===== src/design/cmd_seq_pkg.sv =====
`default_nettype none

package cmd_seq_pkg;

    // sequencer FSM
    typedef enum logic {
        IDLE = 1'b0,
        SEND = 1'b1
    } cmd_seq_state_e;

    // serial line coding, mode 1 falls back to plain NRZ
    typedef enum logic [1:0] {
        MODE_NRZ          = 2'd0,
        MODE_NRZ_ALT      = 2'd1,
        MODE_MANCH_IEEE   = 2'd2,
        MODE_MANCH_THOMAS = 2'd3
    } cmd_out_mode_e;

    localparam int ADDR_W = 16;
    localparam int SIZE_W = 16;
    localparam int REP_W = 32;

    localparam logic [7:0] VERSION = 8'd1;

    // register map
    localparam logic [ADDR_W-1:0] ADDR_CTRL0 = 16'd0;
    localparam logic [ADDR_W-1:0] ADDR_START = 16'd1;
    localparam logic [ADDR_W-1:0] ADDR_CONF = 16'd2;
    localparam logic [ADDR_W-1:0] ADDR_SIZE_LO = 16'd3;
    localparam logic [ADDR_W-1:0] ADDR_SIZE_HI = 16'd4;
    localparam logic [ADDR_W-1:0] ADDR_REP0 = 16'd5;
    localparam logic [ADDR_W-1:0] ADDR_REP1 = 16'd6;
    localparam logic [ADDR_W-1:0] ADDR_REP2 = 16'd7;
    localparam logic [ADDR_W-1:0] ADDR_REP3 = 16'd8;
    localparam logic [ADDR_W-1:0] ADDR_START_REP_LO = 16'd9;
    localparam logic [ADDR_W-1:0] ADDR_START_REP_HI = 16'd10;
    localparam logic [ADDR_W-1:0] ADDR_STOP_REP_LO = 16'd11;
    localparam logic [ADDR_W-1:0] ADDR_STOP_REP_HI = 16'd12;
    localparam logic [ADDR_W-1:0] ADDR_OUT_EN = 16'd13;
    localparam logic [ADDR_W-1:0] ADDR_MEM_BASE = 16'd16;

    // bit positions inside the conf byte
    localparam int CONF_EXT_START = 0;
    localparam int CONF_MODE_LSB = 1;
    localparam int CONF_DIS_PULSE = 4;

    localparam logic [7:0] REP0_DEFAULT = 8'd1;
    localparam logic [7:0] OUT_EN_DEFAULT = 8'hff;

endpackage

`default_nettype wire


===== src/design/cmd_seq_serializer.sv =====
`timescale 1ns/1ns
`default_nettype none

module cmd_seq_serializer #(
    parameter int OUTPUTS = 1
) (
    input  logic                       CMD_CLK_IN,
    input  logic                       RST_CMD_CLK,
    input  logic                       load,
    input  logic [7:0]                 load_byte,
    input  logic [2:0]                 bit_index,
    input  logic                       active,
    input  cmd_seq_pkg::cmd_out_mode_e out_mode,
    input  logic [7:0]                 out_enable,
    output logic                       advance,
    output logic [OUTPUTS-1:0]         cmd_data
);
    import cmd_seq_pkg::*;

    logic       manch;
    logic       phase;
    logic       half_q;
    logic       act_q;
    logic       ser_bit;
    logic       line_val;
    logic [7:0] byte_q;
    logic [2:0] idx_q;

    assign manch = (out_mode == MODE_MANCH_IEEE) || (out_mode == MODE_MANCH_THOMAS);

    // half-bit phase, only toggles in the Manchester modes
    always_ff @(posedge CMD_CLK_IN) begin
        if (RST_CMD_CLK) begin
            phase <= 1'b0;
        end else begin
            phase <= active && manch && !phase;
        end
    end

    assign advance = active && (!manch || phase);

    always_ff @(posedge CMD_CLK_IN) begin
        if (load) begin
            byte_q <= load_byte;
        end
        idx_q <= bit_index;
        half_q <= phase;
    end

    always_ff @(posedge CMD_CLK_IN) begin
        if (RST_CMD_CLK) begin
            act_q <= 1'b0;
        end else begin
            act_q <= active;
        end
    end

    // msb goes first
    assign ser_bit = byte_q[3'd7 - idx_q];

    always_comb begin
        case (out_mode)
            MODE_NRZ, MODE_NRZ_ALT: line_val = ser_bit;
            // IEEE 802.3: inverted first half
            MODE_MANCH_IEEE: line_val = half_q ? ser_bit : ~ser_bit;
            // Thomas: true first half
            MODE_MANCH_THOMAS: line_val = half_q ? ~ser_bit : ser_bit;
            default: line_val = ser_bit;
        endcase
    end

    always_ff @(posedge CMD_CLK_IN) begin
        if (RST_CMD_CLK) begin
            cmd_data <= '0;
        end else if (act_q) begin
            cmd_data <= {OUTPUTS{line_val}} & out_enable[OUTPUTS-1:0];
        end else begin
            cmd_data <= '0;
        end
    end

endmodule

`default_nettype wire


===== config.mk =====
export PLATFORM = sky130hd
export DESIGN_NAME = cmd_seq_serializer
export DESIGN_NICKNAME = d
export VERILOG_FILES = /design/src/design/cmd_seq_pkg.sv /design/src/design/cmd_seq_serializer.sv
export SDC_FILE = /design/constraint.sdc
export NUM_CORES = 1
export LEC_CHECK = 0
export BUFFER_PORTS_ARGS = -buffer_cell sky130_fd_sc_hd__buf_2
export CAP_MARGIN = 30
export CORE_AREA = 4 4 41 43
export DETAILED_ROUTE_END_ITERATION = 12
export DIE_AREA = 0 0 45 47
export MAX_ROUTING_LAYER = met4
export PLACE_DENSITY = 0.7
export REMOVE_ABC_BUFFERS = 1
export SLEW_MARGIN = 40
export SYNTH_ARGS = -nofsm -noshare
export SYNTH_HDL_FRONTEND = slang
export SYNTH_SLANG_ARGS = --single-unit

===== constraint.sdc =====
create_clock -name CMD_CLK_IN -period 1.47 [get_ports CMD_CLK_IN]
set_input_delay 0.147 -clock CMD_CLK_IN [delete_from_list [all_inputs] [get_ports CMD_CLK_IN]]
set_output_delay 0.147 -clock CMD_CLK_IN [all_outputs]
set_load 0.005 [all_outputs]

# --- After elaboration in Yosys (flattened, before gate mapping) ---
# Cells that the tools add are included.
# W data, S select, Z words.
word_totals:
  reg_bits: 15
  inputBits: 25
  out_inout_bits: 2
  elab_cells: 29
classes:
  addsub: 1
  n_lt_le_gt_ge: 1
  n_eq_ne: 3
  n_mux: 5
  n_bitwise: 3
  reduce_logical: 10
op_table:
  columns: ["cell", "count"]
  rows:
  - ["$eq A2 B2 Y1 const B", 2]
  - ["$lt A3 B4 Y1 const B", 1]
  - ["$reduce_or A2 Y1", 2]
  - ["$bmux W1 S3", 1]
  - ["$logic_and A1 B1 Y1", 3]
  - ["$mux W1", 3]
  - ["$pmux W1 S3", 1]
  - ["$sub A3 B3 Y3 const A", 1]
  - ["$eq A2 B1 Y1 const B", 1]
  - ["$logic_not A1 Y1", 2]
  - ["$logic_not A2 Y1", 1]
  - ["$logic_or A1 B1 Y1", 2]
  - ["$not A1 Y1", 2]
  - ["$and A1 B1 Y1", 1]

# --- Longest topological paths before layout ---
depth:
  depth_word: 7
  mapped_depth: 4
  mapped_depth_nobuf: 3

# --- Worst setup path after synthesis ---
# No wires, ideal clock.
synth_timing:
  path_type: "reg2reg"
  from: "reg idx_q[0]"
  to: "reg cmd_data"
  setup_time_ns: 0.118
  arrival_ns: 1.115
  required_time_ns: 1.352
  slack_ns: 0.237
  stages_incl_launch_ff: 5
  path_buffers: 1
  synth_period_minus_slack_ns: 1.233
  path_cell_list: "dfxtp_1 > clkbuf_2 > mux2i_1 > mux4_2 > mux2i_1"
synth_between:
  elab_chain_len: 7
  elab_cells_between_ends: 8
  classes_between: "1 x add/sub; 5 x mux; 2 x bitwise"
synth_lines:
  columns: ["element", "line", "text"]
  rows:
  - ["start: declaration", "cmd_seq_serializer.sv:27", "logic [2:0] idx_q;"]
  - ["start signal: assignment", "cmd_seq_serializer.sv:46", "idx_q <= bit_index;"]
  - ["$sub A3 B3 Y3 (*)", "cmd_seq_serializer.sv:59", "assign ser_bit = byte_q[3'd7 - idx_q];"]
  - ["$bmux W1 S3 (*)", "cmd_seq_serializer.sv:59", null]
  - ["$mux W1 (not written as such) (*)", "cmd_seq_serializer.sv:59", null]
  - ["$not A1 Y1", "cmd_seq_serializer.sv:65, cmd_seq_serializer.sv:67", null]
  - ["$mux W1, on equally long branches", "cmd_seq_serializer.sv:67, cmd_seq_serializer.sv:65", null]
  - ["$pmux W1 S3 (*)", "cmd_seq_serializer.sv:62", "case (out_mode)"]
  - ["$and A1 B1 Y1 (*)", "cmd_seq_serializer.sv:76", "cmd_data <= {OUTPUTS{line_val}} & out_enable[OUTPUTS-1:0];"]
  - ["end signal: assignment", "cmd_seq_serializer.sv:76", null]
  - ["end: declaration", "cmd_seq_serializer.sv:16", "output logic [OUTPUTS-1:0] cmd_data"]
# Every way passes the cells marked *; elsewhere a longest branch is shown, timed or not. The select of a mux whose other input is x is not followed.
# A chain may end at the register's enable or synchronous reset.

# --- Final worst setup path ---
# Same ends and word-level chain as after synthesis.

==> metrics.txt <==
status=finished, final reports clean; root buffer cell=clkbuf_4; Final period util=85.67%; final wirelength=704 um; routed length per instance=10.06 um; Sum Neg Setup Slack=0 ns; Worst slew margin=85.47%; peak supply drop=567.1 uV; Syn-to-layout area delta=32.12%; Distinct cells, synth=13; cell count after synthesis=30; Final Hold Viols=0; number of buffers and inverters on the critical path=0; met3 Usage GRT=3.448%; drt pass-1 iters=2; top cells by area, synth=edfxtp_1 47%, dfxtp_1 27%, mux2i_1 9.7%; first-pass GRT wire length=1193 um; flop-to-flop setup slack=0.21 ns; critical path depth in cells=3; post-synthesis simple-gate area fraction=5.109%; starting density of the core=39.52%; core area=1301 um^2; Via-to-Cell Ratio=4.557; data required time of the critical path=1.64 ns; cells on worst reg2reg path=3; Initial DRC Count=1; Worst Setup Start Kind=register; TritonCTS clock tree=built; Die Width=45 um; Residual DRC=0; Finished Layout Cells=70; post-route ant nets=0; post-synthesis adder-cell area fraction=0%; CP Class=reg -> reg; ant diodes=0; I/O pins=27; Synth area leader=edfxtp_1; cts hold-fix bufs=3; Placer Congestion=0.6692; CTS buffer count=3; met1 Track Usage GR=7.971%; FF-to-FF End=cmd_data; post-synthesis mux area share=14.11%; min-delay worst type=in -> reg; GRT busiest layer=met2; Via Count=319; cell area after synthesis=514.2 um^2; worst-path cell chain=mux2i_1, mux4_2, mux2i_1; complex-gate fraction of the synthesized area=3.406%; # fillers=125; Max Root-Sink Buffers=2; P_leak=0.3014 nW; clk_skew=0.001193 ns; largest family of logic cells by synthesized area=multiplexers; MaxCap Viol Count=0; RSZ-0062 raised after global routing=false; Critical Path AT=1.43 ns; share of layout cells above drive strength 1=43.64%; Gates resized, CTS repair=0; CP max-delay cell=mux4_2; worst slew pin tran=0.2176 ns; final setup violation count=0; H-tree depth=1; Post-CTS Setup Bufs=0; post-synthesis sequential area ratio=73.97%; FF+latch count, synth=15; Setup crit end kind=register; height of the die=47 um; combined global-route utilization of all metal layers=8.917%; largest net degree at the start of global routing=9; Pwr Density=1117 nW/um^2; r2r startpoint=idx_q[0]; Critical Path Start=idx_q[0]; Site Rows=13; gr ovfl total=0; dpl cells=63; Worst-Skew Late Latency=0.27 ns; die area=2115 um^2; GRT met2 Usage=14.97%; vias in the first global route=338; worst setup path endpoint=cmd_data; Final min period=1.259 ns; synthesized area per cell=17.14 um^2; IO Port Bufs=19; max-slew violation count=0; Clock transition at path regs=0.08 ns; CTS Sinks=15; crit-path max FO=4; fmax=0.7941 GHz; initial antenna violation count=0; synthesis warning total=0; Worst path most repeated cell=mux2i_1; Crit path max-delay family=multiplexers; nets@finish=81; fraction of synthesized cell area in xor and xnor cells=1.703%; post-synth top area share=46.72%; CP peak stage delay=0.48 ns
## power by group
part | switching, mW | internal (mW) | leakage [nW] | total, mW
registers | 0.00928 | 0.469 | 0.136 | 0.478
logic | 0.0200 | 0.0414 | 0.150 | 0.0613
clock network | 0.114 | 0.105 | 0.0150 | 0.220
## cell usage after synthesis
library cell,number
edfxtp_1,8
dfxtp_1,7
mux2i_1,5
a21bo_2,1
a21boi_0,1
and3_1,1
and3b_1,1
clkbuf_2,1
inv_1,1
mux4_2,1
nand3_1,1
nor2b_1,1
xnor2_1,1
## cells by family after synthesis
logic type,Yosys count
compound gates,2
xor+xnor,1
buf+inv,2
flops,15
mux,6
simple gates,4
## per-stage QoR
step           util, %  total power [mW]  hold WS, ns  setup WS, ns  area (um^2)
2_1_floorplan        -            0.5117       0.1747        0.2759        509.2
3_3_place_gp     47.88            0.5425       0.2499        0.2063        623.1
3_5_place_dp     47.88            0.5442       0.2506        0.2036        623.1
4_1_cts          52.21            0.7751      0.03002        0.1929        679.4
5_1_grt          52.21            0.8056      0.02537        0.1449        679.4
6_report         52.21            0.7591      0.04401        0.2107        679.4
## final cells by class
class	instances	area, um^2	area share (%)
sequential	15	380.4	55.99
multi-input combinational	13	125.1	18.42
timing repair buffer	22	125.1	18.42
clock buffer	4	26.28	3.867
tap	15	18.77	2.762
inverter	1	3.754	0.5525
## sequential cells by signal, indices dropped and copies added, names as in the netlist
| register | cells |
|---|---|
| byte_q | 8 |
| idx_q | 3 |
| act_q | 1 |
| cmd_data | 1 |
| half_q | 1 |
| phase | 1 |
## per-layer routing
layer | vias up | wire length, um
met5 | - | 0
met4 | 0 | 15
met3 | 2 | 115
met2 | 21 | 331
met1 | 137 | 242
li1 | 159 | -
## cells in the final DEF (no fill, tap or decap)
cell / instances
a21bo_2: 1
a21boi_0: 1
and3_1: 1
and3b_1: 1
buf_2: 19
clkbuf_1: 1
clkbuf_4: 3
dfxtp_1: 7
dlygate4sd3_1: 3
edfxtp_1: 8
inv_1: 1
mux2i_1: 5
mux4_2: 1
nand3_1: 1
nor2b_1: 1
xnor2_1: 1
## worst min-delay path by stage
stage	from	end	slack, ns	cells past startpoint
2_1_floorplan	bit_index[0]	idx_q[0]	0.17	0
3_3_place_gp	bit_index[2]	idx_q[2]	0.25	1
3_5_place_dp	bit_index[1]	idx_q[1]	0.25	1
4_1_cts	load_byte[7]	byte_q[7]	0.03	1
5_1_grt	load_byte[4]	byte_q[4]	0.03	1
6_report	load_byte[2]	byte_q[2]	0.04	1
Power figures use the tool's default switching activity.
