$ cat src/design/cmd_seq_pkg.sv
`default_nettype none

package cmd_seq_pkg;

    // sequencer FSM
    typedef enum logic {
        IDLE = 1'b0,
        SEND = 1'b1
    } cmd_seq_state_e;

    // serial line coding, mode 1 falls back to plain NRZ
    typedef enum logic [1:0] {
        MODE_NRZ          = 2'd0,
        MODE_NRZ_ALT      = 2'd1,
        MODE_MANCH_IEEE   = 2'd2,
        MODE_MANCH_THOMAS = 2'd3
    } cmd_out_mode_e;

    localparam int ADDR_W = 16;
    localparam int SIZE_W = 16;
    localparam int REP_W = 32;

    localparam logic [7:0] VERSION = 8'd1;

    // register map
    localparam logic [ADDR_W-1:0] ADDR_CTRL0 = 16'd0;
    localparam logic [ADDR_W-1:0] ADDR_START = 16'd1;
    localparam logic [ADDR_W-1:0] ADDR_CONF = 16'd2;
    localparam logic [ADDR_W-1:0] ADDR_SIZE_LO = 16'd3;
    localparam logic [ADDR_W-1:0] ADDR_SIZE_HI = 16'd4;
    localparam logic [ADDR_W-1:0] ADDR_REP0 = 16'd5;
    localparam logic [ADDR_W-1:0] ADDR_REP1 = 16'd6;
    localparam logic [ADDR_W-1:0] ADDR_REP2 = 16'd7;
    localparam logic [ADDR_W-1:0] ADDR_REP3 = 16'd8;
    localparam logic [ADDR_W-1:0] ADDR_START_REP_LO = 16'd9;
    localparam logic [ADDR_W-1:0] ADDR_START_REP_HI = 16'd10;
    localparam logic [ADDR_W-1:0] ADDR_STOP_REP_LO = 16'd11;
    localparam logic [ADDR_W-1:0] ADDR_STOP_REP_HI = 16'd12;
    localparam logic [ADDR_W-1:0] ADDR_OUT_EN = 16'd13;
    localparam logic [ADDR_W-1:0] ADDR_MEM_BASE = 16'd16;

    // bit positions inside the conf byte
    localparam int CONF_EXT_START = 0;
    localparam int CONF_MODE_LSB = 1;
    localparam int CONF_DIS_PULSE = 4;

    localparam logic [7:0] REP0_DEFAULT = 8'd1;
    localparam logic [7:0] OUT_EN_DEFAULT = 8'hff;

endpackage

`default_nettype wire

$ cat src/design/cmd_seq_regs.sv
`timescale 1ns/1ns
`default_nettype none

module cmd_seq_regs #(
    parameter int CMD_MEM_SIZE = 2048
) (
    input  logic                              CMD_CLK_IN,
    input  logic                              RST_CMD_CLK,
    input  logic                              req,
    input  logic                              we,
    input  logic [cmd_seq_pkg::ADDR_W-1:0]    addr,
    input  logic [7:0]                        wdata,
    input  logic [7:0]                        mem_rdata,
    input  logic                              done,
    input  logic                              ext_start,
    output logic                              ack,
    output logic [7:0]                        rdata,
    output logic                              start,
    output logic                              soft_rst,
    output logic                              mem_we,
    output logic [$clog2(CMD_MEM_SIZE)-1:0]   mem_addr,
    output logic [7:0]                        mem_wdata,
    output logic                              ext_start_enable,
    output logic [cmd_seq_pkg::SIZE_W-1:0]    size,
    output logic [cmd_seq_pkg::REP_W-1:0]     repeat_count,
    output logic [cmd_seq_pkg::SIZE_W-1:0]    start_repeat,
    output logic [cmd_seq_pkg::SIZE_W-1:0]    stop_repeat,
    output cmd_seq_pkg::cmd_out_mode_e        out_mode,
    output logic                              dis_start_pulse,
    output logic [7:0]                        out_enable
);
    import cmd_seq_pkg::*;

    localparam int MEM_AW = $clog2(CMD_MEM_SIZE);

    // four-phase slave, ack two cycles after req is first seen
    typedef enum logic [1:0] {
        HS_IDLE,
        HS_FETCH,
        HS_RESP,
        HS_ACK
    } hs_state_e;

    hs_state_e         hs_state;
    logic              access;
    logic              soft_req;
    logic              cfg_wr;
    logic              mem_hit;
    logic              ext_go;
    logic              start_q;
    logic              soft_q;
    logic              finish;
    logic [ADDR_W-1:0] mem_offset;
    logic [7:0]        cfg_q [ADDR_CONF:ADDR_OUT_EN];

    assign access = (hs_state == HS_IDLE) && req;
    assign soft_req = access && we && (addr == ADDR_CTRL0);
    assign cfg_wr = access && we && (addr >= ADDR_CONF) && (addr <= ADDR_OUT_EN);

    // memory window starts at 16
    assign mem_offset = addr - ADDR_MEM_BASE;
    assign mem_hit = (addr >= ADDR_MEM_BASE) && (mem_offset < CMD_MEM_SIZE);
    assign mem_we = access && we && mem_hit;
    assign mem_addr = mem_offset[MEM_AW-1:0];
    assign mem_wdata = wdata;

    always_ff @(posedge CMD_CLK_IN) begin
        if (RST_CMD_CLK) begin
            hs_state <= HS_IDLE;
            ack <= 1'b0;
        end else begin
            case (hs_state)
                HS_IDLE: if (req) hs_state <= HS_FETCH;
                HS_FETCH: hs_state <= HS_RESP;
                HS_RESP: begin
                    hs_state <= HS_ACK;
                    ack <= 1'b1;
                end
                HS_ACK: if (!req) begin
                    hs_state <= HS_IDLE;
                    ack <= 1'b0;
                end
                default: hs_state <= HS_IDLE;
            endcase
        end
    end

    // read data settles one cycle before ack
    always_ff @(posedge CMD_CLK_IN) begin
        if (hs_state == HS_FETCH) begin
            if (addr == ADDR_CTRL0) rdata <= VERSION;
            else if (addr == ADDR_START) rdata <= {7'b0, finish};
            else if (addr <= ADDR_OUT_EN) rdata <= cfg_q[addr[3:0]];
            else if (mem_hit) rdata <= mem_rdata;
            else rdata <= 8'h00;
        end
    end

    always_ff @(posedge CMD_CLK_IN) begin
        if (RST_CMD_CLK || soft_req) begin
            for (int i = ADDR_CONF; i <= ADDR_OUT_EN; i++) begin
                cfg_q[i] <= 8'h00;
            end
            cfg_q[ADDR_REP0] <= REP0_DEFAULT;
            cfg_q[ADDR_OUT_EN] <= OUT_EN_DEFAULT;
        end else if (cfg_wr) begin
            cfg_q[addr[3:0]] <= wdata;
        end
    end

    // start and soft reset pulses
    always_ff @(posedge CMD_CLK_IN) begin
        if (RST_CMD_CLK) begin
            start_q <= 1'b0;
            soft_q <= 1'b0;
        end else begin
            start_q <= access && we && (addr == ADDR_START);
            soft_q <= soft_req;
        end
    end

    assign ext_go = ext_start && ext_start_enable;
    assign start = start_q || ext_go;
    assign soft_rst = soft_q;

    // done wins over a start that hits a running send
    always_ff @(posedge CMD_CLK_IN) begin
        if (RST_CMD_CLK || soft_req) finish <= 1'b1;
        else if (done) finish <= 1'b1;
        else if (start) finish <= 1'b0;
    end

    assign size = {cfg_q[ADDR_SIZE_HI], cfg_q[ADDR_SIZE_LO]};
    assign repeat_count = {cfg_q[ADDR_REP3], cfg_q[ADDR_REP2], cfg_q[ADDR_REP1], cfg_q[ADDR_REP0]};
    assign start_repeat = {cfg_q[ADDR_START_REP_HI], cfg_q[ADDR_START_REP_LO]};
    assign stop_repeat = {cfg_q[ADDR_STOP_REP_HI], cfg_q[ADDR_STOP_REP_LO]};
    assign out_enable = cfg_q[ADDR_OUT_EN];
    assign ext_start_enable = cfg_q[ADDR_CONF][CONF_EXT_START];
    assign dis_start_pulse = cfg_q[ADDR_CONF][CONF_DIS_PULSE];
    assign out_mode = cmd_out_mode_e'(cfg_q[ADDR_CONF][CONF_MODE_LSB +: 2]);

    // host holds req through the whole access
    ack_after_req: assert property (@(posedge CMD_CLK_IN) disable iff (RST_CMD_CLK)
        $rose(ack) |-> $past(req) && $past(req, 3));

endmodule

`default_nettype wire

$ cat config.mk
export PLATFORM = sky130hd
export DESIGN_NAME = cmd_seq_regs
export DESIGN_NICKNAME = d
export VERILOG_FILES = /design/src/design/cmd_seq_pkg.sv /design/src/design/cmd_seq_regs.sv
export SDC_FILE = /design/constraint.sdc
export NUM_CORES = 1
export LEC_CHECK = 0
export ABC_AREA = 1
export BUFFER_PORTS_ARGS = -buffer_cell sky130_fd_sc_hd__buf_4
export CELL_PAD_IN_SITES_DETAIL_PLACEMENT = 1
export CELL_PAD_IN_SITES_GLOBAL_PLACEMENT = 1
export CORE_MARGIN = 2
export CORE_UTILIZATION = 41
export DETAILED_ROUTE_END_ITERATION = 8
export PLACE_DENSITY = 0.87
export SYNTH_ARGS = -nofsm -noshare
export SYNTH_HDL_FRONTEND = slang
export SYNTH_SLANG_ARGS = --single-unit
$ cat constraint.sdc
create_clock -name CMD_CLK_IN -period 2.62 [get_ports CMD_CLK_IN]
set_input_delay 0.524 -clock CMD_CLK_IN [delete_from_list [all_inputs] [get_ports CMD_CLK_IN]]
set_output_delay 0.524 -clock CMD_CLK_IN [all_outputs]
set_load 0.005 [all_outputs]
Word-level counts from Yosys, hierarchy flattened
Memory sizes are Yosys's and may differ from the RTL's.
Index checks and enable logic that the tools add are counted.
W data, S select, Z words.

word-level totals
  word-level logic and storage cells = 58
  memories kept = 1
  output and inout bits = 123
  RAM bits = 96
  input port bits = 38
  bits in registers = 14

operators by class
  $lt $le $gt $ge = 4
  reductions and logical operators = 19
  mux-type cells = 18
  eq/ne operators = 6
  bitwise gates (word level) = 2
  add/sub/neg operators = 1

memories
  name   depth  bits a word  read ports  clocked after memory_dff  wr ports  RTL line            RTL
  cfg_q  12     8            13          0                         12        cmd_seq_regs.sv:54  logic [7:0] cfg_q [ADDR_CONF:ADDR_OUT_EN];

operators by type and width
  cell                     count
  $mux W8                  5
  $eq A16 B1 Y1 const B    1
  $ge A16 B2 Y1 const B    1
  $ge A16 B5 Y1 const B    1
  $le A16 B4 Y1 const B    1
  $logic_not A16 Y1        1
  $lt A16 B12 Y1 const B   1
  $sub A16 B5 Y16 const B  1
  $logic_and A1 B1 Y1      9
  $mux W1                  8
  $pmux W2 S4              1
  $reduce_or A8 Y1         1
  $eq A2 B2 Y1 const B     2
  $mux W2                  2
  $mux W4                  1
  $ne A2 B2 Y1 const B     2
  $reduce_and A2 Y1        2
  $reduce_or A2 Y1         2
  $eq A2 B1 Y1 const B     1
  $logic_not A2 Y1         1
  $logic_or A1 B1 Y1       2
  $or A1 B1 Y1             2
  $pmux W1 S2              1
  $reduce_bool A2 Y1       1

Logic depth before layout (Yosys ltp)
  word-level depth = 10
  gate-level depth with buffers = 12
  mapped depth without buffers = 11

Least setup slack after synthesis
Ideal clock, no wire load.

  path kind = input-to-reg
  from = input port addr[0] (netlist name)
  to = memory cfg_q[13][0] (enable)
  slack = 0.255 ns
  buffers on the path = 2
  arrival time = 1.981 ns
  data required time = 2.236 ns
  setup time = 0.384 ns
  cell stages on the path = 8
  cells stage by stage = buf_4 > buf_4 > nand2_1 > nor2_1 > nand2_1 > a21oi_1 > nand3b_1 > o21ai_0

RTL lines
  element      RTL line            RTL
  from (decl)  cmd_seq_regs.sv:11  input logic [cmd_seq_pkg::ADDR_W-1:0] addr,
  to (decl)    cmd_seq_regs.sv:54

==> key figures <==
Run status
  • Status: finished, final reports clean

Place
  • Setup Slack @ Placement: -0.0179 ns
  • # port buffers: 160
  • Routability cong.: between 0.8 and 0.9
  • Hpwl dp: approximately 18,000 um

Global routing
  • GRT Resource Usage Total: between 20% and 30%
  • Largest net degree at the start of global routing: 29
  • Gr ovfl total: 0
  • Vias in the first global route: ~6,800
  • First-pass GRT wire length: 38,000 um
  • Initial antenna violation count: 1

Power
  • Leakage: ~4.4 nW
  • Peak VDD IR: around 0.46 mV
  • PwrDens: ~610 nW/um2

Die
  • Die ar.: 18,800 um2
  • Die width: 137 um
  • Core ar.: roughly 17,000 um2
  • I/O pins: 161
  • Initial Util: a little over two fifths
  • Die height: between 100 and 150 um
  • Rows: 48

Clock network
  • TritonCTS clock tree: built
  • Clock-pin slew on the worst setup and hold paths: ~0.06 ns
  • Setup repair bufs after CTS: 0
  • Worst-Skew Late Latency: between 0.4 and 0.5 ns
  • H-tree Lvls: 4
  • CTS Sinks: 142
  • Clock root buffer: clkbuf_16
  • CTS max path bufs: 2
  • Cts hold-fix bufs: 0
  • Total CTS buffers: 17

Timing
  • Final hold slack: 0.279 ns
  • Final Hold Vio Count: 0
  • RSZ-0062 raised after global routing: false
  • Post-route clock period utilization: between 90% and 100%
  • Final setup violation count: 0
  • Setup TNS: 0 ns
  • Slew @ Worst Pin: 0.735 ns
  • Max Transition Viols Final: 0
  • Tmin final: 2.40 ns
  • Slew HR: 51.0%
  • Worst Skew: 0.0113 ns
  • Fmax achieved: around 0.42 GHz
  • Final setup margin: around 0.22 ns

Run
  • Max Cap Viol: 0

Route
  • Drt initial violations: roughly 530
  • Pre-antenna DRT Iters: 4
  • Vias/cell: a little over 5
  • Vias post-DR: roughly 6,400
  • DRC errors left: 0
  • Routed Wire Length: around 26,000 um
  • Mean routed wirelength per cell: roughly 20 um
  • ANT nets after route: 0

Yosys
  • Mapped cell area: 7270 um2
  • Library cells used by synthesis: 32
  • Mapped Avg Cell Area: between 9 and 10 um2
  • Synth Flop Type: edfxtp_1
  • Most frequent cell after synthesis: nand2_1
  • Number of synthesis warnings: 0
  • Cells after Synth: a little over 800
  • Synth Register Bits: 142
  • Async S/R FF share, synth: 0%
  • EDFF count, synth: 136
  • Sequential share of the synthesized area: about 58%
  • Most frequent cells after synthesis: nand2_1 (343), edfxtp_1 (136), nor2_1 (106)
  • Post-synth top area share: about 56%
  • Synth area leaders: edfxtp_1 (56%), nand2_1 (18%), nor2_1 (5.5%)
  • Yosys top cell by area: edfxtp_1

Finish
  • Footprint of the multi-input gates: between 2000 and 3000 um2
  • Area Overhead vs Synth: 30.1%
  • Antenna cell count: 0
  • Core Util, Final: approximately 55%
  • Share of cells above drive strength 1: between 20% and 30%
  • NumNets Final: between 1,000 and 1,500
  • Area occupied by registers: about 4200 um2
  • Fillcell total: just over 2,000

Worst setup path
  • Critical Path Fanout Max: 8
  • Crit path required time: between 2 and 3 ns
  • Startpoint Class: flop
  • Arr. time, crit path: about 2.5 ns
  • Crit Path Class: flop to flop
  • CP Capture Type: flop

Hold path
  • Worst min-delay path class: input port to flop
==> final cells by class <==
cell class	count	area share, %
clock buffer	18	4.54
clock inverter	14	1.52
inverter	52	2.10
multi-input combinational	598	28.7
sequential	142	44.4
tap	225	2.98
timing repair buffer	196	15.7
==> layout by cell type (no fill, tap or decap), drive strengths merged, types with 7 or more instances in the layout <==
master	synthesis	final
buf	31	196
clkbuf	15	18
clkinv	3	10
conb	1	32
edfxtp	136	136
ha	7	7
inv	49	51
nand2	349	349
nand3	46	46
nor2	130	130
o21ai	14	14
==> routing by layer <==
layer,part of all wire [%],vias to the layer above,GRT usage (%)
met4,3.8,0,14.3
li1,-,2940,-
met3,6.9,73,5.78
met1,39,3127,32.5
met2,51,274,48.1
met5,0,-,0
==> stage by stage <==
step	power, W	instances	instance area, um2
2_1_floorplan	0.00302	838	7390
3_3_place_gp	0.00334	1213	8880
3_5_place_dp	0.00336	1213	8880
4_1_cts	0.00575	1245	9460
5_1_grt	0.00590	1245	9460
6_report	0.00574	1245	9460
==> where the power goes <==
| group | internal, W | total, W | leakage (nW) | switching (W) |
|---|---|---|---|---|
| logic | 0.000245 | 0.000672 | 2.72 | 0.000426 |
| registers | 0.00260 | 0.00267 | 1.40 | 0.0000626 |
| clock network | 0.00140 | 0.00240 | 0.272 | 0.00101 |
==> worst paths after layout <==
path	from	endpoint	slack, ns	cells past startpoint
max	hs_state[1]	cfg_q[6][0]	0.22	9
min	RST_CMD_CLK	hs_state[0]	0.28	2
max reg2reg	hs_state[1]	cfg_q[6][0]	0.22	9
min reg2reg	ack	ack	0.48	2
==> critical path, cell delays in order (launching register included) <==
cell	delay, ns
dfxtp_1	0.32
inv_1	0.13
ha_1	0.20
nand3_1	0.19
nor2_1	0.23
nand3_1	0.15
nor2_4	0.24
buf_4	0.22
nand3_4	0.07
nand2_1	0.31
==> logic make-up (layout without fill, tap and decap cells) <==
| group | Yosys count | after routing | share of synthesized area (%) |
|---|---|---|---|
| and+or+nand+nor | 532 | 532 | 32.3 |
| DFF | 142 | 142 | 57.8 |
| buffers and inverters | 98 | 280 | 6.44 |
| AOI/OAI and AO/OA | 23 | 23 | 1.74 |
| adders and majority gates | 7 | 7 | 1.20 |
| xor gates and xnor gates | 4 | 4 | 0.482 |
| other | 1 | 32 | 0.0516 |
==> repair_timing <==
item | in CTS | in global routing
resized for setup | 0 | 1
hold endpoints to repair | 0 | 0
setup endpoints to repair | 0 | 8
==> sequential cells by signal, summed over array words and instances, names as in the netlist <==
name,flops
ack,1
cfg_q,128
finish,1
hs_state,2
rdata,8
soft_rst,1
start_q,1
(Power assumes the default switching activity.)
