`src/design/cmd_seq_pkg.sv`:
```
`default_nettype none

package cmd_seq_pkg;

    // sequencer FSM
    typedef enum logic {
        IDLE = 1'b0,
        SEND = 1'b1
    } cmd_seq_state_e;

    // serial line coding, mode 1 falls back to plain NRZ
    typedef enum logic [1:0] {
        MODE_NRZ          = 2'd0,
        MODE_NRZ_ALT      = 2'd1,
        MODE_MANCH_IEEE   = 2'd2,
        MODE_MANCH_THOMAS = 2'd3
    } cmd_out_mode_e;

    localparam int ADDR_W = 16;
    localparam int SIZE_W = 16;
    localparam int REP_W = 32;

    localparam logic [7:0] VERSION = 8'd1;

    // register map
    localparam logic [ADDR_W-1:0] ADDR_CTRL0 = 16'd0;
    localparam logic [ADDR_W-1:0] ADDR_START = 16'd1;
    localparam logic [ADDR_W-1:0] ADDR_CONF = 16'd2;
    localparam logic [ADDR_W-1:0] ADDR_SIZE_LO = 16'd3;
    localparam logic [ADDR_W-1:0] ADDR_SIZE_HI = 16'd4;
    localparam logic [ADDR_W-1:0] ADDR_REP0 = 16'd5;
    localparam logic [ADDR_W-1:0] ADDR_REP1 = 16'd6;
    localparam logic [ADDR_W-1:0] ADDR_REP2 = 16'd7;
    localparam logic [ADDR_W-1:0] ADDR_REP3 = 16'd8;
    localparam logic [ADDR_W-1:0] ADDR_START_REP_LO = 16'd9;
    localparam logic [ADDR_W-1:0] ADDR_START_REP_HI = 16'd10;
    localparam logic [ADDR_W-1:0] ADDR_STOP_REP_LO = 16'd11;
    localparam logic [ADDR_W-1:0] ADDR_STOP_REP_HI = 16'd12;
    localparam logic [ADDR_W-1:0] ADDR_OUT_EN = 16'd13;
    localparam logic [ADDR_W-1:0] ADDR_MEM_BASE = 16'd16;

    // bit positions inside the conf byte
    localparam int CONF_EXT_START = 0;
    localparam int CONF_MODE_LSB = 1;
    localparam int CONF_DIS_PULSE = 4;

    localparam logic [7:0] REP0_DEFAULT = 8'd1;
    localparam logic [7:0] OUT_EN_DEFAULT = 8'hff;

endpackage

`default_nettype wire

```
`src/design/cmd_seq_ctrl.sv`:
```
`timescale 1ns/1ns
`default_nettype none

module cmd_seq_ctrl #(
    parameter int CMD_MEM_SIZE = 2048
) (
    input  logic                            CMD_CLK_IN,
    input  logic                            RST_CMD_CLK,
    input  logic                            soft_rst,
    input  logic                            start,
    input  logic [cmd_seq_pkg::SIZE_W-1:0]  size,
    input  logic [cmd_seq_pkg::REP_W-1:0]   repeat_count,
    input  logic [cmd_seq_pkg::SIZE_W-1:0]  start_repeat,
    input  logic [cmd_seq_pkg::SIZE_W-1:0]  stop_repeat,
    input  logic                            dis_start_pulse,
    input  logic                            advance,
    input  logic [7:0]                      rd_data,
    output logic [$clog2(CMD_MEM_SIZE)-1:0] rd_addr,
    output logic                            load,
    output logic [7:0]                      load_byte,
    output logic [2:0]                      bit_index,
    output logic                            active,
    output logic                            ready,
    output logic                            start_flag,
    output logic                            done
);
    import cmd_seq_pkg::*;

    localparam int MEM_AW = $clog2(CMD_MEM_SIZE);

    cmd_seq_state_e    state;
    cmd_seq_state_e    state_nxt;
    logic [SIZE_W-1:0] pos;
    logic [SIZE_W-1:0] pos_nxt;
    logic [SIZE_W-1:0] mid_last;
    logic [SIZE_W-1:0] seq_last;
    logic [SIZE_W-1:0] byte_addr;
    logic [REP_W-1:0]  pass_cnt;
    logic [REP_W-1:0]  pass_nxt;
    logic [REP_W-1:0]  passes;
    logic              go;
    logic              finish_seq;
    logic              load_q;
    logic              bit_first;
    logic              flag_s1;
    logic              idle_d1;

    // zero repeats runs the middle once
    assign passes = (repeat_count == '0) ? REP_W'(1) : repeat_count;
    assign mid_last = size - stop_repeat - SIZE_W'(1);
    assign seq_last = size - SIZE_W'(1);
    assign go = (state == IDLE) && start && !soft_rst;

    always_comb begin
        state_nxt = state;
        pos_nxt = pos;
        pass_nxt = pass_cnt;
        finish_seq = 1'b0;
        if (soft_rst) begin
            state_nxt = IDLE;
            pos_nxt = '0;
        end else if (go) begin
            state_nxt = SEND;
            pos_nxt = '0;
            pass_nxt = REP_W'(1);
        end else if (state == SEND && advance) begin
            if (pos == mid_last && pass_cnt < passes) begin
                // back to the start of the middle section
                pos_nxt = start_repeat;
                pass_nxt = pass_cnt + REP_W'(1);
            end else if (pos == seq_last) begin
                state_nxt = IDLE;
                pos_nxt = '0;
                finish_seq = 1'b1;
            end else begin
                pos_nxt = pos + SIZE_W'(1);
            end
        end
    end

    always_ff @(posedge CMD_CLK_IN) begin
        if (RST_CMD_CLK) begin
            state <= IDLE;
            pos <= '0;
            pass_cnt <= '0;
        end else begin
            state <= state_nxt;
            pos <= pos_nxt;
            pass_cnt <= pass_nxt;
        end
    end

    // memory is addressed with the upcoming position, so rd_data lines up with pos
    assign byte_addr = pos_nxt >> 3;
    assign rd_addr = byte_addr[MEM_AW-1:0];

    always_ff @(posedge CMD_CLK_IN) begin
        if (RST_CMD_CLK) begin
            load_q <= 1'b0;
            bit_first <= 1'b0;
            flag_s1 <= 1'b0;
            start_flag <= 1'b0;
            idle_d1 <= 1'b1;
            ready <= 1'b1;
            done <= 1'b0;
        end else begin
            // new byte whenever the byte address moves
            load_q <= (state_nxt == SEND) &&
                      (state == IDLE || pos_nxt[SIZE_W-1:3] != pos[SIZE_W-1:3]);
            bit_first <= (state_nxt == SEND) && (go || advance);
            // two stages to line up with cmd_data
            flag_s1 <= bit_first && (pos == start_repeat) &&
                       (pass_cnt == REP_W'(1)) && !dis_start_pulse;
            start_flag <= flag_s1;
            // ready waits for the serializer pipe to drain
            idle_d1 <= (state == IDLE);
            ready <= (state == IDLE) && idle_d1 && !go;
            done <= finish_seq;
        end
    end

    assign load = load_q;
    assign load_byte = rd_data;
    assign bit_index = pos[2:0];
    assign active = (state == SEND);

    flag_in_send: assert property (@(posedge CMD_CLK_IN) disable iff (RST_CMD_CLK)
        start_flag |-> $past(state, 2) == SEND);

    // pattern has to fit into the command memory
    addr_in_mem: assert property (@(posedge CMD_CLK_IN) disable iff (RST_CMD_CLK)
        (state == SEND) |-> byte_addr < CMD_MEM_SIZE);

endmodule

`default_nettype wire

```
`config.mk`:
```
export PLATFORM = sky130hd
export DESIGN_NAME = cmd_seq_ctrl
export DESIGN_NICKNAME = d
export VERILOG_FILES = /design/src/design/cmd_seq_pkg.sv /design/src/design/cmd_seq_ctrl.sv
export SDC_FILE = /design/constraint.sdc
export NUM_CORES = 1
export LEC_CHECK = 0
export CAP_MARGIN = 25
export CORE_ASPECT_RATIO = 1.75
export CORE_UTILIZATION = 59
export CTS_BUF_LIST = sky130_fd_sc_hd__clkbuf_2 sky130_fd_sc_hd__clkbuf_4 sky130_fd_sc_hd__clkbuf_8
export DETAILED_ROUTE_END_ITERATION = 10
export DONT_BUFFER_PORTS = 1
export PLACE_DENSITY = 0.88
export SYNTH_ARGS = -nofsm -noshare
export SYNTH_HDL_FRONTEND = slang
export SYNTH_SLANG_ARGS = --single-unit
```
`constraint.sdc`:
```
create_clock -name CMD_CLK_IN -period 3.56 [get_ports CMD_CLK_IN]
set_clock_uncertainty 0.05 [all_clocks]
set_input_delay 0.356 -clock CMD_CLK_IN [delete_from_list [all_inputs] [get_ports CMD_CLK_IN]]
set_output_delay 0.356 -clock CMD_CLK_IN [all_outputs]
set_load 0.05 [all_outputs]
```
# ---- Yosys cells after proc, flatten, opt, wreduce, memory -nomap -nowiden
# Index checks and enable logic that the tools add are counted.
dict set report op_classes {
  add_sub_neg 5
  magnitude_cmp 1
  n_eq_ne 5
  mux 15
  bitwise 3
  reduce_logical 22
}
# operator count
set ops {}
lappend ops {{32-bit two-way mux} 4}
lappend ops {{16-bit two-way mux} 5}
lappend ops {{16-bit == test} 3}
lappend ops {{32-bit by 1-bit adder with 32-bit output, second input constant} 1}
lappend ops {{32-bit by 1-bit == test with 1-bit output, second input constant} 1}
lappend ops {{32-bit zero test} 1}
lappend ops {{32-bit less-than comparator} 1}
lappend ops {{16-bit by 1-bit subtractor with 16-bit output, second input constant} 2}
lappend ops {{16-bit by 1-bit adder with 16-bit output, second input constant} 1}
lappend ops {{16-bit subtractor} 1}
lappend ops {{13-bit != test} 1}
lappend ops {{1-bit logical AND} 11}
lappend ops {{1-bit two-way mux} 6}
lappend ops {{5-bit OR reduction} 1}
lappend ops {{2-bit nonzero test} 2}
lappend ops {{1-bit zero test} 3}
lappend ops {{1-bit inverter} 3}
lappend ops {{3-bit AND reduction} 1}
lappend ops {{3-bit OR reduction} 1}
lappend ops {{1-bit logical OR} 2}
dict set report word_totals {
  ff_bits 56
  word_cells 62
}

# ---- Longest topological paths before layout
# Gate-level depths: netlist of the first run.
dict set report depth {
  ltp_word 11
  ltp_mapped 16
  depth_no_buf 14
}

# ---- Worst setup path after synthesis of the first run
# OpenSTA, ideal clock, no wires.
dict set report synth_timing {
  path_type {input -> output}
  from {input port stop_repeat[0] (netlist name)}
  to {output port rd_addr[6]}
  arrival_ps 3558
  slack_ps -404
  cell_stages 16
  n_path_buf 2
  cell_sequence {inv_1 -> ha_1 -> fa_1 -> a21oi_1 -> o22ai_1 -> o31a_1 -> mux2i_1 -> nor4_1 -> nand4_2 -> nor2_1 -> clkbuf_1 -> nand2_1 -> o41ai_1 -> a22oi_1 -> nor2_1 -> buf_4}
}
dict set report synth_between {
  elab_chain_len 8
}
# element line_no
set synth_rtl {}
lappend synth_rtl {{start, declared} cmd_seq_ctrl.sv:14} ;# input logic [cmd_seq_pkg::SIZE_W-1:0] stop_repeat,
lappend synth_rtl {{16-bit subtractor} cmd_seq_ctrl.sv:50} ;# assign mid_last = size - stop_repeat - SIZE_W'(1);
lappend synth_rtl {{16-bit by 1-bit subtractor with 16-bit output} cmd_seq_ctrl.sv:50}
lappend synth_rtl {{16-bit == test} cmd_seq_ctrl.sv:67} ;# if (pos == mid_last && pass_cnt < passes) begin
lappend synth_rtl {{1-bit logical AND} cmd_seq_ctrl.sv:67}
lappend synth_rtl {{16-bit two-way mux} cmd_seq_ctrl.sv:67}
lappend synth_rtl {{16-bit two-way mux} cmd_seq_ctrl.sv:66} ;# end else if (state == SEND && advance) begin
lappend synth_rtl {{16-bit two-way mux} cmd_seq_ctrl.sv:62} ;# end else if (go) begin
lappend synth_rtl {{16-bit two-way mux} cmd_seq_ctrl.sv:59} ;# if (soft_rst) begin
lappend synth_rtl {{end, declared} cmd_seq_ctrl.sv:18} ;# output logic [$clog2(CMD_MEM_SIZE)-1:0] rd_addr,
# No other way between the ends.

# ---- Final worst setup path of the first run
dict set report layout_timing {
  from {register pass_cnt[31]}
  to {output port rd_addr[6]}
}
dict set report layout_between {
  elab_chain_len 6
}
# element line_no
set layout_rtl {}
lappend layout_rtl {{start, declared} cmd_seq_ctrl.sv:38} ;# logic [REP_W-1:0] pass_cnt;
lappend layout_rtl {{start signal, assigned} cmd_seq_ctrl.sv:89} ;# pass_cnt <= pass_nxt;
lappend layout_rtl {{32-bit less-than comparator} cmd_seq_ctrl.sv:67}
lappend layout_rtl {{1-bit logical AND} cmd_seq_ctrl.sv:67}
lappend layout_rtl {{16-bit two-way mux} cmd_seq_ctrl.sv:67}
lappend layout_rtl {{16-bit two-way mux} cmd_seq_ctrl.sv:66}
lappend layout_rtl {{16-bit two-way mux} cmd_seq_ctrl.sv:62}
lappend layout_rtl {{16-bit two-way mux} cmd_seq_ctrl.sv:59}
# No other way between the ends.

==> results of run 1 <==
-- cell type report --
class	count	area, sq um
clock inverters	2	12.5
repair buffers	179	1520
multi-input cells	660	4960
inverters	77	289
fillers	681	2150
well taps	127	159
flip-flops and latches	56	1130
clock buffers	5	68.8
-- final timing paths --
path | from | slack [ps] | depth (start not counted) | end
worst max-delay path | pass_cnt[31]$_SDFFE_PP0P_ | -320 | 16 | rd_addr[6]
worst min-delay path | RST_CMD_CLK | 30 | 1 | pos[10]$_SDFF_PP0_
worst max register to register | pass_cnt[31]$_SDFFE_PP0P_ | -230 | 16 | pass_cnt[30]$_SDFFE_PP0P_
worst min register to register | flag_s1$_SDFF_PP0_ | 410 | 1 | start_flag$_SDFF_PP0_
-- cell families after synthesis --
kind of cell               count (synthesis)  synth area share [%]
and+or+nand+nor                          329                  27.6
AOI/OAI and AO/OA                        196                  21.7
buffers and inverters                    142                  10.4
xor gates and xnor gates                  76                  10.8
DFF                                       56                  17.9
adders and majority gates                 51                  10.3
muxes                                      8                  1.28
-- through the flow --
stage	setup slack, ps	total power [mW]	hold slack (ps)	utilization (%)	instances
final	-324	1.49	32.0	79.1	1106
after global routing	-621	1.54	29.0	79.1	1106
after CTS	-159	1.46	28.3	76.7	1097
after global placement	-355	1.09	373	70.8	1069
after floorplan	-74.1	0.952	364	-	858
after detailed placement	-374	1.09	381	70.8	1069
-- layer usage --
metal | global-route usage [%] | up-vias
met2 | 76.7 | 513
met4 | 38.3 | 0
met3 | 11.8 | 208
met1 | 44.6 | 3540
li1 | - | 3327
met5 | 0 | -
-- cell usage after synthesis, types with 21 or more instances --
master | instances | area [sq um]
xor2_1 | 21 | 184
ha_1 | 50 | 626
nand2_1 | 42 | 158
a21oi_1 | 43 | 215
buf_4 | 25 | 188
nand4_1 | 28 | 175
o21ai_0 | 36 | 180
clkbuf_1 | 23 | 86.3
inv_1 | 77 | 289
nor2_1 | 83 | 312
nor3_1 | 39 | 195
nand3_1 | 29 | 145
nor4_1 | 30 | 188
xnor2_1 | 54 | 473
dfxtp_1 | 56 | 1120
-- worst max-delay path, stage by stage, from the launching register on --
cell and delay (ps):
dfxtp_1 340, ha_1 350, buf_4 130, nand4_1 130, nor2_1 210, nand2_1 160
o31ai_4 270, nor4_4 90, nand4_4 170, o21ai_4 70, buf_12 140, buf_12 140
buf_4 130, o41ai_1 290, a22oi_1 180, nor2_1 150, buf_6 170
-- power by group through the flow --
stage	logic [mW]	clock network [mW]	registers (mW)
after global placement	0.435	0	0.650
after floorplan	0.298	0	0.653
after global routing	0.527	0.376	0.635
after detailed placement	0.442	0	0.651
final	0.489	0.362	0.635
after CTS	0.465	0.359	0.634
-- what timing repair did --
action	in CTS	in global routing
buffers inserted	20	10
cloned	1	1
setup endpoints to repair	19	36
pin swaps	40	28
resized for setup	77	44
==> results.yml, run 1 <==
placed_design:
  dp_hpwl_mm: 18.3
  postPlaceCellArea_sq_mm: 0.00729
  gp_congestion: 1.05
  port_buffers: 0
sta:
  worst_pin_slew_ps: 645
  worst_slack_ps: -324
  fmax_mhz: 257
  rsz0062_at_grt: "true"
  fin_setup_tns_ps: -3870
  fin_crit_sh_pct: 109
  finalSetupViolCount: 20
  min_period_ps: 3880
  final_max_slew_viol_count: 0
  hold_viol_final: 0
  slew_headroom_pct: 57.0
synth:
  synth_seq_cells: 56
  synthCells: 858
  synth_ff_type: "dfxtp_1"
  avgSynthCellArea_sq_um: 7.32
  synth.distinct_cells: 84
  synth_nets: 1003
  ys_seq_area_share_pct: 17.9
  synth_edf_count: 0
  synthesis.area_sq_mm: 0.00628
  synthArstFlopShare_pct: 0
  yosysWarningCount: 0
power:
  p_int_uw: 998
  worst_ir_drop_vdd_uv: 201
  netSwitchingFraction_pct: 32.8
  power.density_mw_per_mm2: 182
  seq_power_share_pct: 42.7
  p_leak_nw: 3.43
  pwr-share-comb_pct: 32.9
  p_clk_share_pct: 24.4
  switchingPower_uw: 487
global_routing:
  antenna_found_initial: 0
  grt_max_degree: 32
  grt_pass1_vias: 7533
  grt_usage_pct: 45.4
  grt-ovfl-total: 0
  grt_pass1_wl_mm: 38.5
finish:
  reg_top3: "pass_cnt: 32 flops, pos: 16 flops"
  area_growth_pct: 29.8
  fin_nets: 1124
  stdcell_area_sq_mm: 0.00815
  final_cell_mix: "buf_4, inv_1, nor2_1"
  top_register: "pass_cnt"
  drive_above_1_share_pct: 28.4
  final_common_cell: "buf_4"
  largest_reg_flops: 32
  insertedDiodeCount: 0
critical_path:
  required_ps: 3150
  cp.arrival_ps: 3480
  cp_max_fo: 7
  end_kind: "output pin"
  crit_type: "reg2out"
  start_kind: "flop"
hold_path:
  hold_path.class: "in2reg"
detailed_routing:
  wl_met2_mm: 12.5
  dr_total_vias: 7588
  wl_met1_mm: 8.25
  routed_via_density: 6.86
  routed_wl_mm: 25.4
  routed.top_layer: "met4"
  dr_wl_met3_mm: 2.18
  dr.pass1.iters: 6
  drtAntennaViolNets: 0
  wl_per_cell_um: 23.0
  drc: 0
  drtIter0Drc: 710
outcome:
  status: "finished, violations left"
  violations: "negative setup slack"
clock_network:
  clk_pin_slew_ps: 100
  cts_hold_buf: 0
  clock_sinks: 56
  htree_levels: 2
  cts_buffers: 5
  root_buffer: "clkbuf_8"
  cts_buffer_depth: 2
  cts_tree: "yes"
  worstSkewPairLatency_ps: 330
die:
  die_x_um: 80.0
  die_height_um: 138
  io_pins: 121
  rows: 49
  die-area_sq_mm: 0.0111
  initial_core_util_pct: 60.9
  core_sq_mm: 0.0103
job:
  drv_cap: 0
No activity file was read; power rests on OpenSTA's default activity.
==> inputs of run 2 (changes only) <==
==> constraint.sdc (replaced) <==
create_clock -name CMD_CLK_IN -period 3.5 [get_ports CMD_CLK_IN]
set_clock_uncertainty 0.05 [all_clocks]
set_input_delay 0.35 -clock CMD_CLK_IN [delete_from_list [all_inputs] [get_ports CMD_CLK_IN]]
set_output_delay 0.35 -clock CMD_CLK_IN [all_outputs]
set_load 0.02 [all_outputs]
==> results.yml, run 2 (synthesis gave the netlist of run 1 again) <==
finish:
  final_common_cell: "buf_4"
  area_growth_pct: 27.6
  drive_above_1_share_pct: 28.2
  final_cell_mix: "buf_4, nor2_1, inv_1"
  reg_top3: "pass_cnt: 32 flops, pos: 16 flops"
  insertedDiodeCount: 0
  fin_nets: 1112
  top_register: "pass_cnt"
  stdcell_area_sq_mm: 0.00801
  utilization_pct: 77.8
  largest_reg_flops: 32
  fill_cells: 677
placed_design:
  postPlaceCellArea_sq_mm: 0.00714
  gp_congestion: 1.08
  port_buffers: 0
  dp_hpwl_mm: 17.8
critical_path:
  cp_max_fo: 8
  end_kind: "output pin"
  cp.arrival_ps: 3430
  critPathMaxStageDelay_ps: 540
  required_ps: 3100
  start_kind: "primary input"
  crit_path_frequent_cell: "buf_4"
  cpMaxStageDelayCell: "or4_4"
  r2r_cells: 16
  crit_type: "in2out"
  crit_chain: "or4_4, buf_4, nor3_1, xnor2_1, a31oi_1, nand4_1, or3_4, o21ai_4, buf_6, buf_12, buf_4, o21ai_1, a22oi_2, nor2_1, buf_4"
clock_network:
  htree_levels: 2
  cts_tree: "yes"
  root_buffer: "clkbuf_8"
  cts_hold_buf: 0
  cts_buffers: 5
  clock_sinks: 56
  worstSkewPairLatency_ps: 330
  cts_buffer_depth: 2
  clk_pin_slew_ps: 110
detailed_routing:
  dr_total_vias: 7703
  dr.pass1.iters: 8
  drtIter0Drc: 874
  drc: 0
  routed_via_density: 7.03
  wl_per_cell_um: 22.7
  routed_wl_mm: 24.9
  drtAntennaViolNets: 0
global_routing:
  grt_pass1_wl_mm: 36.6
  grt_pass1_vias: 7518
  grt-ovfl-total: 0
  grt_usage_pct: 43.3
  antenna_found_initial: 0
  grt_max_degree: 32
die:
  die-area_sq_mm: 0.0111
  core_sq_mm: 0.0103
  initial_core_util_pct: 60.9
  rows: 49
  die_x_um: 80.0
  io_pins: 121
  die_height_um: 138
sta:
  final_max_slew_viol_count: 0
  fin_crit_sh_pct: 110
  worst_slack_ps: -334
  min_period_ps: 3830
  slew_headroom_pct: 59.7
  fmax_mhz: 261
  worst_pin_slew_ps: 604
  hold_viol_final: 0
  rsz0062_at_grt: "true"
  finalSetupViolCount: 16
outcome:
  violations: "negative setup slack"
  status: "finished, violations left"
hold_path:
  hold_path_depth: 1
  hold_path.class: "in2reg"
power:
  p_leak_nw: 3.32
  worst_ir_drop_vdd_uv: 210
  power.density_mw_per_mm2: 188
job:
  drv_cap: 0
-- run 2: stage by stage --
stage,cells,hold WS (ps),power [mW],TNS [ps],setup slack (ps)
floorplan,858,364,0.951,-899,-107
global placement,1054,373,1.06,-4270,-288
detailed placement,1054,379,1.06,-6830,-400
CTS,1083,31.2,1.47,-1170,-118
global route,1095,20.6,1.55,-7750,-540
finish,1095,22.1,1.50,-3190,-334
-- run 2: critical path, delay by kind of cell --
family / cells / cell delay [ps]
buffers and inverters: 5 / 690
AOI/OAI and AO/OA: 4 / 620
and+or+nand+nor: 5 / 1610
xor gates and xnor gates: 1 / 150
-- run 2: worst paths after layout --
path                            start               endpoint  slack (ps)
min                       RST_CMD_CLK  start_flag$_SDFF_PP0_          20
max reg2reg  pass_cnt[5]$_SDFFE_PP0P_        load$_SDFF_PP0_        -160
max                           size[4]            rd_addr[10]        -330
min reg2reg        flag_s1$_SDFF_PP0_  start_flag$_SDFF_PP0_         400
-- run 2: routing by layer --
layer	global-route usage [%]	up-vias	wire, um
met4	41.2	0	3130
met3	12.4	287	2530
met2	72.4	631	11600
met1	40.6	3479	7630
li1	-	3306	-
met5	0	-	0
-- run 2: where the power goes --
| group | switching, mW | internal, mW | leakage [nW] |
|---|---|---|---|
| Combinational | 0.250 | 0.216 | 2.83 |
| Sequential | 0.00497 | 0.640 | 0.459 |
| Clock | 0.250 | 0.143 | 0.0404 |
-- run 2: layout make-up --
type | count | area (sq um) | area share, %
Tap cell | 127 | 159 | 1.98
Multi-Input combinational cell | 661 | 4950 | 61.9
Sequential cell | 56 | 1140 | 14.2
Clock inverter | 3 | 23.8 | 0.297
Clock buffer | 5 | 68.8 | 0.859
Timing Repair Buffer | 166 | 1380 | 17.2
Inverter | 77 | 289 | 3.61
-- run 2: timing repair --
| item | CTS | global route |
|---|---|---|
| resized for setup | 67 | 39 |
| pin swaps | 35 | 16 |
| gates cloned | 3 | 1 |
| setup endpoints to repair | 21 | 39 |
| buffers inserted | 20 | 12 |
==> inputs of run 3 (changes only) <==
--- a/config.mk
+++ b/config.mk
@@ -12,6 +12,7 @@
 export DETAILED_ROUTE_END_ITERATION = 10
 export DONT_BUFFER_PORTS = 1
 export PLACE_DENSITY = 0.88
+export SETUP_SLACK_MARGIN = 0.4
 export SYNTH_ARGS = -nofsm -noshare
 export SYNTH_HDL_FRONTEND = slang
 export SYNTH_SLANG_ARGS = --single-unit
==> results.yml, run 3 <==
synth:
  synthTopCellsByArea: "dfxtp_1, ha_1, xnor2_1, nor2_1, inv_1"
  synthArstFlopShare_pct: 0
  synthesis.area_sq_mm: 0.00628
  synth_ff_type: "dfxtp_1"
  ys_seq_area_share_pct: 17.9
  yosysMostFrequentCell: "nor2_1"
  yosysWarningCount: 0
  synth_nets: 1003
  synth_seq_cells: 56
  avgSynthCellArea_sq_um: 7.32
  synth_edf_count: 0
  yosysTopAreaCell: "dfxtp_1"
  synth.distinct_cells: 84
  synthTopCellsByCount: "nor2_1, inv_1, dfxtp_1, xnor2_1, ha_1"
  synthCells: 858
  netlist.area_leader.share_pct: 17.9
global_routing:
  grt-ovfl-total: 7
  grt_max_degree: 32
  grt_usage_pct: 54.6
die:
  die_x_um: 80.0
  rows: 49
  initial_core_util_pct: 60.9
  io_pins: 121
  die_height_um: 138
clock_network:
  clock_sinks: 56
  cts_hold_buf: 0
  cts_buffer_depth: 2
  root_buffer: "clkbuf_8"
  htree_levels: 2
  cts_buffers: 5
outcome:
  status: "stopped before the end"
  error_line: "[ERROR GRT-0232] Routing congestion too high. Check the congestion heatmap in the GUI."
  haltStage: "5_1_grt"
sta:
  crit_endpoint: "rd_addr[10]"
  timing.worst_endpoint.kind: "output port"
placed_design:
  port_buffers: 0
  postPlaceCellArea_sq_mm: 0.00714
  gp_congestion: 1.06
  dp_hpwl_mm: 17.1
## run 3: logic make-up after synthesis
kind of cell               after synthesis  share of synthesized area, %
and+or+nand+nor                        329                          27.6
AOI/OAI and AO/OA                      196                          21.7
buffers and inverters                  142                          10.4
xor gates and xnor gates                76                          10.8
DFF                                     56                          17.9
adders and majority gates               51                          10.3
muxes                                    8                          1.28
## run 3: through the flow
stage | setup slack [ps] | hold WS, ps | std cells
3_3_place_gp | -411 | 374 | 1052
4_1_cts | -246 | 22.8 | 1087
2_1_floorplan | -107 | 364 | 858
3_5_place_dp | -470 | 375 | 1052
## run 3: layer usage
metal	track usage, %	overflow
met2	78.7	3
met3	31.0	0
met1	51.1	0
met5	5.24	0
met4	55.5	4
## run 3: timing repair
item,CTS
pin swaps,51
buffers inserted,25
setup endpoints to repair,59
cloned,2
gates resized for setup,97
==> inputs of run 4 (changes only) <==
==> config.mk (replaced) <==
export PLATFORM = sky130hd
export DESIGN_NAME = cmd_seq_ctrl
export DESIGN_NICKNAME = d
export VERILOG_FILES = /design/src/design/cmd_seq_pkg.sv /design/src/design/cmd_seq_ctrl.sv
export SDC_FILE = /design/constraint.sdc
export NUM_CORES = 1
export LEC_CHECK = 0
export CAP_MARGIN = 25
export CORE_UTILIZATION = 40
export DETAILED_ROUTE_END_ITERATION = 10
export DONT_BUFFER_PORTS = 1
export PLACE_DENSITY_LB_ADDON = 0.15
export SYNTH_ARGS = -nofsm -noshare
export SYNTH_HDL_FRONTEND = slang
export SYNTH_SLANG_ARGS = --single-unit
==> constraint.sdc (replaced) <==
create_clock -name CMD_CLK_IN -period 4.5 [get_ports CMD_CLK_IN]
set_clock_uncertainty 0.05 [all_clocks]
set_input_delay 0.45 -clock CMD_CLK_IN [delete_from_list [all_inputs] [get_ports CMD_CLK_IN]]
set_output_delay 0.45 -clock CMD_CLK_IN [all_outputs]
set_load 0.02 [all_outputs]
==> results.yml, run 4 (synthesis gave the netlist of run 1 again) <==
critical_path:
  r2r_slack_ps: 570
  r2r_cells: 10
  r2r-end: "pass_cnt[18]$_SDFFE_PP0P_"
  cp.arrival_ps: 3750
  startpoint: "stop_repeat[0]"
  required_ps: 4000
  cp-endpoint: "rd_addr[0]"
  start_kind: "primary input"
  end_kind: "output pin"
  crit_type: "in2out"
  reg2reg_from: "pass_cnt[31]$_SDFFE_PP0P_"
  cp_max_fo: 37
global_routing:
  antenna_found_initial: 0
  grt_max_degree: 38
  grt_pass1_wl_mm: 33.6
  grt_pass1_vias: 6191
  grt-ovfl-total: 0
  grt_usage_pct: 26.7
clock_network:
  cts_hold_buf: 0
  clock_sinks: 56
  htree_levels: 2
  worstSkewPairLatency_ps: 310
  cts_tree: "yes"
  post_cts.repair.setup_buffers: 0
  root_buffer: "clkbuf_16"
  clk_pin_slew_ps: 80
  cts_buffer_depth: 2
  cts_buffers: 5
sta:
  finalSetupViolCount: 0
  fin_crit_sh_pct: 94.5
  hold_viol_final: 0
  min_period_ps: 4250
  slew_headroom_pct: 41.6
  worst_pin_slew_ps: 876
  fmax_mhz: 235
  fin_setup_tns_ps: 0
  worst_slack_ps: 249
  rsz0062_at_grt: "false"
  final_max_slew_viol_count: 0
die:
  initial_core_util_pct: 41.1
  io_pins: 121
  die_height_um: 127
  die-area_sq_mm: 0.0162
  die_x_um: 127
  rows: 45
  core_sq_mm: 0.0153
placed_design:
  gp_congestion: 0.939
  place_ws_ps: 270
  dp_hpwl_mm: 16.9
  port_buffers: 0
finish:
  fin_nets: 972
  area_growth_pct: 4.44
  drive_above_1_share_pct: 7.13
  final_common_cell: "nor2_1"
  fill_cells: 1588
  reg_top3: "pass_cnt: 32 flops, pos: 16 flops"
  top_register: "pass_cnt"
  final_cell_mix: "nor2_1, inv_1, dfxtp_1"
  insertedDiodeCount: 0
  utilization_pct: 43.0
  largest_reg_flops: 32
hold_path:
  hold_path.class: "in2reg"
  min-delay-start: "RST_CMD_CLK"
  hold_path_depth: 1
detailed_routing:
  dr.pass1.iters: 5
  dr_total_vias: 6398
  routed_via_density: 6.16
  drtAntennaViolNets: 0
  drtIter0Drc: 500
  routed_wl_mm: 21.6
  drc: 0
  wl_per_cell_um: 20.8
power:
  p_leak_nw: 2.51
  worst_ir_drop_vdd_uv: 217
  p_total_mw: 1.19
  power.density_mw_per_mm2: 182
job:
  drv_cap: 0
outcome:
  status: "finished, final reports clean"
[run 4: critical path: stages]
cell	delay [ps]
inv_1	20
ha_1	190
fa_1	430
a21oi_1	240
o22ai_1	150
o31a_1	320
mux2i_1	120
nor4_1	310
nand4_2	280
o21ai_4	250
buf_12	210
nor3_1	60
a21oi_1	140
a2bb2oi_1	280
nor2_1	70
buf_4	190
[run 4: area by class of cell]
| type | instances | area (sq um) | area share [%] |
|---|---|---|---|
| flip-flops and latches | 56 | 1120 | 17.1 |
| repair buffers | 27 | 228 | 3.47 |
| clock buffers | 5 | 125 | 1.91 |
| clock inverters | 3 | 25.0 | 0.382 |
| well taps | 211 | 264 | 4.03 |
| inverters | 77 | 289 | 4.41 |
| multi-input cells | 660 | 4500 | 68.7 |
[run 4: how the worst min path moves through the flow]
stage	to	slack, ps
finish	start_flag$_SDFF_PP0_	160
global route	start_flag$_SDFF_PP0_	140
CTS	start_flag$_SDFF_PP0_	150
detailed placement	ready$_SDFF_PP1_	410
global placement	ready$_SDFF_PP1_	400
floorplan	start_flag$_SDFF_PP0_	360
[run 4: routing by layer]
metal	GRT usage [%]	share of wire (%)	up-vias
met5	0	0	-
met4	8.33	2.5	0
met3	4.77	7.1	38
met2	43.8	46	268
met1	35.3	45	3059
li1	-	-	3033
[run 4: what timing repair did]
action / in CTS / in global routing
hold endpoints to repair: 0 / 0
setup endpoints to repair: 0 / 1
resized for setup: 0 / 0
[run 4: report_power, final]
part / internal (mW) / total (mW) / switching (mW)
Combinational: 0.111 / 0.269 / 0.159
Sequential: 0.498 / 0.503 / 0.00523
Clock: 0.212 / 0.422 / 0.210
Total: 0.820 / 1.19 / 0.374
[run 4: metrics by stage]
| stage | instance area [sq um] | instances | hold slack (ps) |
|---|---|---|---|
| after floorplan | 6280 | 858 | 364 |
| after global placement | 6410 | 1031 | 402 |
| after detailed placement | 6410 | 1031 | 409 |
| after CTS | 6560 | 1039 | 148 |
| after global routing | 6560 | 1039 | 138 |
| final | 6560 | 1039 | 156 |
